File: config.mk
export PLATFORM = sky130hd
export DESIGN_NAME = eth_echo_top
export DESIGN_NICKNAME = d
export VERILOG_FILES = /design/src/eth_pkg.sv /design/src/eth_echo_top.sv /design/src/frame_fifo.sv /design/src/rgmii_rx.sv /design/src/rgmii_tx.sv
export SDC_FILE = /design/constraint.sdc
export NUM_CORES = 1
export LEC_CHECK = 0
export BUFFER_PORTS_ARGS = -buffer_cell sky130_fd_sc_hd__buf_2
export CELL_PAD_IN_SITES_DETAIL_PLACEMENT = 0
export CELL_PAD_IN_SITES_GLOBAL_PLACEMENT = 1
export CORE_ASPECT_RATIO = 0.6
export CORE_MARGIN = 1.5
export CORE_UTILIZATION = 35
export DETAILED_ROUTE_END_ITERATION = 12
export PLACE_DENSITY = 0.6
export SETUP_SLACK_MARGIN = 0.05
export SLEW_MARGIN = 10
export SYNTH_ARGS = -nofsm -noshare
export SYNTH_HDL_FRONTEND = slang
export SYNTH_HIERARCHICAL = 1
export SYNTH_SLANG_ARGS = --single-unit
File: constraint.sdc
create_clock -name i_clk -period 4 [get_ports i_clk]
set_input_delay 0.4 -clock i_clk [delete_from_list [all_inputs] [get_ports i_clk]]
set_output_delay 0.4 -clock i_clk [all_outputs]
set_load 0.02 [all_outputs]
File: src/eth_pkg.sv
// shared types and framing constants for the echo path.
package eth_pkg;

    localparam int NIB_W  = 4;               // rgmii data lanes.
    localparam int BYTE_W = 8;               // payload byte width.

    // one rgmii transfer per i_clk cycle (sdr model).
    typedef struct packed {
        logic             ctl;               // data valid.
        logic [NIB_W-1:0] d;                 // data nibble.
    } rgmii_nib_t;

    // one payload byte on the internal byte stream.
    typedef struct packed {
        logic [BYTE_W-1:0] data;             // payload byte.
        logic              last;             // final byte of frame.
    } stream_beat_t;

    // preamble is 0x55 bytes, so every nibble reads 5.
    localparam logic [NIB_W-1:0] PREAMBLE_NIB = 4'h5;

    // sfd byte 0xd5 goes out low nibble first, so 5 then d.
    localparam logic [NIB_W-1:0] SFD_NIB = 4'hd;

    // 7 preamble bytes plus the low half of the sfd.
    localparam int PREAMBLE_LEN = 15;

endpackage

File: src/eth_echo_top.sv
`timescale 1ns/1ps

module eth_echo_top #(
    parameter int FIFO_DEPTH = 64,             // frame buffer entries.
    parameter int IFG_CYCLES = 24              // tx gap length.
) (
    input  logic                i_clk,
    input  logic                i_reset,
    input  eth_pkg::rgmii_nib_t i_rgmii_rx,    // from phy.
    output eth_pkg::rgmii_nib_t o_rgmii_tx,    // to phy.
    output logic                o_rx_overflow  // sticky, fifo dropped a byte.
);

    eth_pkg::stream_beat_t rx_beat;
    logic                  rx_valid;           // no ready, phy cannot stall.
    eth_pkg::stream_beat_t tx_beat;
    logic                  tx_valid;
    logic                  tx_ready;

    rgmii_rx rx0 (
        .i_clk   (i_clk),
        .i_reset (i_reset),
        .i_rgmii (i_rgmii_rx),
        .o_beat  (rx_beat),
        .o_valid (rx_valid)
    );

    // buffered loopback between receive and transmit.
    frame_fifo #(
        .FIFO_DEPTH (FIFO_DEPTH)
    ) fifo0 (
        .i_clk      (i_clk),
        .i_reset    (i_reset),
        .i_beat     (rx_beat),
        .i_valid    (rx_valid),
        .o_beat     (tx_beat),
        .o_valid    (tx_valid),
        .i_ready    (tx_ready),
        .o_overflow (o_rx_overflow)
    );

    rgmii_tx #(
        .IFG_CYCLES (IFG_CYCLES)
    ) tx0 (
        .i_clk   (i_clk),
        .i_reset (i_reset),
        .i_beat  (tx_beat),
        .i_valid (tx_valid),
        .o_ready (tx_ready),
        .o_rgmii (o_rgmii_tx)
    );

endmodule

File: src/frame_fifo.sv
`timescale 1ns/1ps

module frame_fifo #(
    parameter int FIFO_DEPTH = 64              // entries, power of two.
) (
    input  logic                  i_clk,
    input  logic                  i_reset,
    input  eth_pkg::stream_beat_t i_beat,
    input  logic                  i_valid,     // write strobe.
    output eth_pkg::stream_beat_t o_beat,      // registered head.
    output logic                  o_valid,
    input  logic                  i_ready,
    output logic                  o_overflow   // sticky.
);

    localparam int AW = $clog2(FIFO_DEPTH);

    eth_pkg::stream_beat_t mem [FIFO_DEPTH];
    logic [AW:0] wr_ptr;                       // extra msb tells full from empty.
    logic [AW:0] rd_ptr;

    logic mem_empty;
    logic mem_full;
    logic out_free;                            // head register can take a new beat.
    logic mem_rd;
    logic bypass;                              // write goes straight to head.
    logic mem_wr;

    assign mem_empty = (wr_ptr == rd_ptr);
    assign mem_full  = (wr_ptr[AW] != rd_ptr[AW]) && (wr_ptr[AW-1:0] == rd_ptr[AW-1:0]);
    assign out_free  = !o_valid || i_ready;
    assign mem_rd    = out_free && !mem_empty;
    assign bypass    = out_free && mem_empty && i_valid;
    assign mem_wr    = i_valid && !bypass && (!mem_full || mem_rd);

    // pointers, head valid and overflow.
    always_ff @(posedge i_clk) begin
        if (i_reset) begin
            wr_ptr     <= '0;
            rd_ptr     <= '0;
            o_valid    <= 1'b0;
            o_overflow <= 1'b0;
        end else begin
            if (mem_wr) begin
                wr_ptr <= wr_ptr + 1'b1;
            end
            if (mem_rd) begin
                rd_ptr <= rd_ptr + 1'b1;
            end
            if (out_free) begin
                o_valid <= mem_rd || bypass;
            end
            if (i_valid && !bypass && mem_full && !mem_rd) begin
                o_overflow <= 1'b1;            // beat lost.
            end
        end
    end

    // storage and head data.
    always_ff @(posedge i_clk) begin
        if (mem_wr) begin
            mem[wr_ptr[AW-1:0]] <= i_beat;
        end
        if (mem_rd) begin
            o_beat <= mem[rd_ptr[AW-1:0]];
        end else if (bypass) begin
            o_beat <= i_beat;                  // empty fifo, one cycle latency.
        end
    end

endmodule

File: src/rgmii_rx.sv
`timescale 1ns/1ps

module rgmii_rx (
    input  logic                 i_clk,
    input  logic                 i_reset,
    input  eth_pkg::rgmii_nib_t  i_rgmii,      // nibble from phy.
    output eth_pkg::stream_beat_t o_beat,      // assembled byte.
    output logic                 o_valid       // one-cycle strobe without stall.
);

    typedef enum logic [1:0] {
        ST_IDLE,                               // waiting for ctl and preamble.
        ST_PRE,                                // inside preamble, hunting sfd.
        ST_DATA                                // pairing payload nibbles.
    } rx_state_t;

    rx_state_t                     state;
    logic                          nib_phase;  // 1 once low nibble is captured.
    logic                          have_byte;  // held byte waits for its last mark.
    logic [eth_pkg::NIB_W-1:0]     lo_nib;     // low half of current byte.
    logic [eth_pkg::BYTE_W-1:0]    held_byte;  // completed byte, emitted later.

    // control path.
    always_ff @(posedge i_clk) begin
        if (i_reset) begin
            state     <= ST_IDLE;
            nib_phase <= 1'b0;
            have_byte <= 1'b0;
            o_valid   <= 1'b0;
        end else begin
            o_valid <= 1'b0;                   // strobe by default.
            case (state)
                ST_IDLE: begin
                    if (i_rgmii.ctl && i_rgmii.d == eth_pkg::PREAMBLE_NIB) begin
                        state <= ST_PRE;       // first 5 seen.
                    end
                end
                ST_PRE: begin
                    if (!i_rgmii.ctl) begin
                        state <= ST_IDLE;      // frame without sfd is dropped.
                    end else if (i_rgmii.d == eth_pkg::SFD_NIB) begin
                        state     <= ST_DATA;
                        nib_phase <= 1'b0;
                        have_byte <= 1'b0;
                    end
                end
                ST_DATA: begin
                    if (!i_rgmii.ctl) begin
                        // end of frame drops a dangling half byte.
                        o_valid   <= have_byte;
                        have_byte <= 1'b0;
                        nib_phase <= 1'b0;
                        state     <= ST_IDLE;
                    end else if (!nib_phase) begin
                        o_valid   <= have_byte; // release held byte as next one starts.
                        have_byte <= 1'b0;
                        nib_phase <= 1'b1;
                    end else begin
                        have_byte <= 1'b1;     // byte complete.
                        nib_phase <= 1'b0;
                    end
                end
                default: state <= ST_IDLE;
            endcase
        end
    end

    // payload path.
    always_ff @(posedge i_clk) begin
        if (state == ST_DATA) begin
            if (i_rgmii.ctl && !nib_phase) begin
                lo_nib <= i_rgmii.d;           // low nibble first.
            end
            if (i_rgmii.ctl && nib_phase) begin
                held_byte <= {i_rgmii.d, lo_nib};
            end
            if (have_byte && !(i_rgmii.ctl && nib_phase)) begin
                o_beat.data <= held_byte;
                o_beat.last <= !i_rgmii.ctl;   // final byte once ctl fell.
            end
        end
    end

endmodule

File: src/rgmii_tx.sv
`timescale 1ns/1ps

module rgmii_tx #(
    parameter int IFG_CYCLES = 24              // idle cycles after each frame.
) (
    input  logic                  i_clk,
    input  logic                  i_reset,
    input  eth_pkg::stream_beat_t i_beat,      // fifo head.
    input  logic                  i_valid,
    output logic                  o_ready,     // pops one beat per byte.
    output eth_pkg::rgmii_nib_t   o_rgmii      // nibble to phy.
);

    localparam int CNT_MAX = (IFG_CYCLES > eth_pkg::PREAMBLE_LEN) ?
                             IFG_CYCLES : eth_pkg::PREAMBLE_LEN;
    localparam int CNT_W   = $clog2(CNT_MAX + 1);

    typedef enum logic [2:0] {
        ST_IDLE,
        ST_PRE,                                // PREAMBLE_LEN nibbles of 5.
        ST_SFD,
        ST_LO,                                 // low nibble of byte.
        ST_HI,                                 // high nibble, beat popped.
        ST_GAP                                 // inter-frame gap.
    } tx_state_t;

    tx_state_t        state;
    logic [CNT_W-1:0] cnt;

    // sequencing.
    always_ff @(posedge i_clk) begin
        if (i_reset) begin
            state <= ST_IDLE;
            cnt   <= '0;
        end else begin
            case (state)
                ST_IDLE: begin
                    if (i_valid) begin
                        state <= ST_PRE;       // frame waiting.
                        cnt   <= '0;
                    end
                end
                ST_PRE: begin
                    cnt <= cnt + 1'b1;
                    if (cnt == CNT_W'(eth_pkg::PREAMBLE_LEN - 1)) begin
                        state <= ST_SFD;
                    end
                end
                ST_SFD: state <= ST_LO;
                ST_LO: begin
                    if (i_valid) begin
                        state <= ST_HI;
                    end else begin
                        state <= ST_GAP;       // underrun, truncate frame.
                        cnt   <= '0;
                    end
                end
                ST_HI: begin
                    if (i_beat.last) begin
                        state <= ST_GAP;
                        cnt   <= '0;
                    end else begin
                        state <= ST_LO;
                    end
                end
                ST_GAP: begin
                    cnt <= cnt + 1'b1;
                    if (cnt == CNT_W'(IFG_CYCLES - 1)) begin
                        state <= ST_IDLE;
                    end
                end
                default: state <= ST_IDLE;
            endcase
        end
    end

    assign o_ready = (state == ST_HI);         // transfer at end of high nibble.

    // line encoding from state.
    always_comb begin
        o_rgmii.ctl = 1'b0;
        o_rgmii.d   = '0;
        case (state)
            ST_PRE: begin
                o_rgmii.ctl = 1'b1;
                o_rgmii.d   = eth_pkg::PREAMBLE_NIB;
            end
            ST_SFD: begin
                o_rgmii.ctl = 1'b1;
                o_rgmii.d   = eth_pkg::SFD_NIB;
            end
            ST_LO: begin
                o_rgmii.ctl = i_valid;         // drops early on underrun.
                o_rgmii.d   = i_beat.data[3:0];
            end
            ST_HI: begin
                o_rgmii.ctl = 1'b1;
                o_rgmii.d   = i_beat.data[7:4];
            end
            default: begin
                o_rgmii.ctl = 1'b0;            // idle and gap.
                o_rgmii.d   = '0;
            end
        endcase
    end

endmodule

==> flow_summary_export.csv <==
group,metric,value,unit
sta,setup_slack,0.469,ns
placed_design,post-place-ws,0.508,ns
drt,wirelength,65.9,mm
power,leakage,9.01,nW
yosys,syn_area,25600,µm²
worst_hold_path,hold_start,"i_rgmii_rx[3]",
placed_design,numPortBuffers,12,
global_route,antenna_found_initial,0,
final_layout,final_common_cell,"edfxtp_1",
clock_tree,cts_setup_buffers,0,
yosys,ys_seq_area_frac,0.737,
sta,skew,0.0220,ns
drt,drtAntennaViolNets,0,
yosys,yosysWarningCount,6,
critical_path,cp_cell_sequence,"nor3b_2 > nor2b_1 > xnor2_2 > o31ai_2 > or3_1 > nor2_1",
final_layout,syn_to_final_growth,14.3,%
job,cap_violations,0,
critical_path,critPathLaunch,"tx0/state[1]$_SDFFE_PP0P_",
yosys,synth.distinct_cells,86,
global_route,grt_pass1_wl,94.8,mm
drt,drtPass1Iterations,5,
clock_tree,clkTransAtPathRegs,0.07,ns
floorplan,dieArea,75000,µm²
drt,vias,13400,
critical_path,crit_type,"reg2reg",
critical_path,crit_slowest_cell,"nor2_1",
clock_tree,cts.sinks,641,
clock_tree,cts_tree,"done",
sta,fmax,283,MHz
drt,drt_drc_violations_left,0,
critical_path,end_kind,"flip-flop",
placed_design,dp_cells,2375,
critical_path,worst_r2r_path_depth,6,
critical_path,slowest_delay,0.87,ns
final_layout,multiInputGateArea,6210,µm²
critical_path,cp-start-kind,"flip-flop",
final_layout,nFillCells,6490,
clock_tree,cts_max_level,2,
sta,worstMarginPinSlew,1.24,ns
drt,wl_per_cell,26.6,µm
placed_design,dp_hpwl,42.5,mm
sta,fin_crit_sh,0.883,
clock_tree,cts_buffers,57,
yosys,synthArstFlopShare,0,
sta,fin_crit,3.53,ns
global_route,grt_max_degree,66,
yosys,synth-seq-cells,641,
yosys,synth_top_area_frac,0.710,
global_route,grt_pass1_vias,12900,
clock_tree,clk_latency,0.62,ns
floorplan,ioPinCount,13,
power,power_density,491,nW/µm²
worst_hold_path,hold_path_class,"in2reg",
floorplan,die_w,352,µm
yosys,synth-main-ff-cell,"edfxtp_1",
final_layout,drive_gt1_frac,0.244,
power,vdd_drop_max,0.367,mV
final_layout,fin_cells,2481,
final_layout,most-common-layout-cells,"edfxtp_1 (606), mux4_2 (112), nor2_1 (106)",
critical_path,r2r_start,"tx0/state[1]$_SDFFE_PP0P_",
sta,relSlewSlack,0.172,
placed_design,place_area,27400,µm²
yosys,syn_area_per_cell,18.9,µm²
global_route,track_usage,0.176,
final_layout,diodes,0,
yosys,synth_nets,1367,
final_layout,fin_util,0.407,
yosys,synthTopCellsByArea,"edfxtp_1 (71%), mux4_2 (9.8%), dfxtp_1 (2.7%)",
clock_tree,cts_max_path_buffers,3,
floorplan,dieHeight,213,µm
yosys,syn_inst,1356,
sta,final_max_slew_viol_count,0,
global_route,grt_overflow,0,
power,p_total,14.4,mW
critical_path,arrival,3.76,ns
floorplan,core_area,72100,µm²
yosys,yosys.area.top_type,"edfxtp_1",
placed_design,routabilityCongestion,0.830,
sta,hold_viol,0,
worst_hold_path,min_path_cells,2,
final_layout,fin_nets,1473,
floorplan,start_util,0.356,
drt,drt_iter0_markers,1531,
drt,vias_per_cell,5.38,
sta,grt_setup_unrepaired,"no",
sta,fin_setup_tns,0,ns
sta,fin_hold_ws,0.0445,ns
critical_path,worstPathRequired,4.23,ns
critical_path,cp_max_fo,16,
clock_tree,cts-root-buf,"clkbuf_16",
status,status,"complete, no violations",
final_layout,final_cell_area,29300,µm²
floorplan,num_rows,76,
final_layout,seq_area,18900,µm²
yosys,synth-edff-count,606,
sta,setup_viol,0,
==> metal layers <==
layer | part of all wire | vias to the layer above | GRT usage
met5 | 0 | - | 0
li1 | - | 5741 | -
met3 | 0.090 | 72 | 0.0432
met2 | 0.39 | 515 | 0.225
met4 | 0.013 | 0 | 0.0309
met1 | 0.51 | 7029 | 0.294
==> worst paths after layout <==
| path | to | slack, ns |
|---|---|---|
| setup / recovery | fifo0/mem[20][0]$_DFFE_PP_ | 0.47 |
| hold reg to reg | rx0/o_beat[5]$_DFFE_PP_ | 0.42 |
| hold / removal | rx0/state[0]$_SDFFE_PP0P_ | 0.04 |
| setup reg to reg | fifo0/mem[20][0]$_DFFE_PP_ | 0.47 |
==> area by class of cell <==
| cell class | instances | area share |
|---|---|---|
| sequential | 641 | 0.645 |
| multi-input combinational | 622 | 0.212 |
| clock buffer | 68 | 0.0515 |
| tap | 975 | 0.0416 |
| timing repair buffer | 126 | 0.0341 |
| clock inverter | 35 | 0.0139 |
| inverter | 14 | 0.00179 |
==> Yosys cell counts, types with 7 or more instances <==
cell type and instances:
a211oi_1 12, a21oi_1 12, a22oi_1 12, a31oi_1 14, buf_2 30, buf_4 13
buf_6 10, clkbuf_1 18, dfxtp_1 35, edfxtp_1 606, inv_1 14, mux2_2 21
mux2i_1 42, mux4_1 14, mux4_2 112, nand2_1 39, nand2b_1 10, nand3_1 19
nand3b_1 7, nor2_1 106, nor2b_1 20, nor3_1 10, o211ai_1 10, o21ai_0 11
o22ai_1 21, or3_1 9, xnor2_1 10
==> critical path, delay by kind of cell (launching register included) <==
family                    cells  cell delay (ns)
AOI/OAI and AO/OA             1             0.16
xor gates and xnor gates      1             0.23
DFF                           1             0.65
and+or+nand+nor               4             2.10
==> power by group <==
part / total (mW) / switching (mW) / internal, mW
Sequential: 7.40 / 0.112 / 7.29
Combinational: 1.27 / 0.715 / 0.551
Clock: 5.73 / 2.46 / 3.27
==> kinds of logic after synthesis <==
family,synth area share
flip-flops,0.737
AND/OR/NAND/NOR,0.0533
multiplexers,0.139
AO/OA/AOI/OAI,0.0421
buffers and inverters,0.0212
XOR/XNOR,0.00576
adder cells (fa/ha/maj),0.00195
==> registers in the layout, indices dropped and copies added (netlist names), named ones only <==
signal and count:
fifo0/mem 576, fifo0/o_beat 9, fifo0/o_overflow 1, fifo0/o_valid 1, fifo0/rd_ptr 7, fifo0/wr_ptr 7, rx0/have_byte 1, rx0/held_byte 8
rx0/lo_nib 4, rx0/nib_phase 1, rx0/o_beat 9, rx0/o_valid 1, rx0/state 2, tx0/cnt 5, tx0/state 3
==> what timing repair did <==
action                    4_1_cts  5_1_grt
hold buffers                    3        0
gates resized for setup         0        0
hold endpoints to repair        6        0
(Power assumes the default switching activity.)
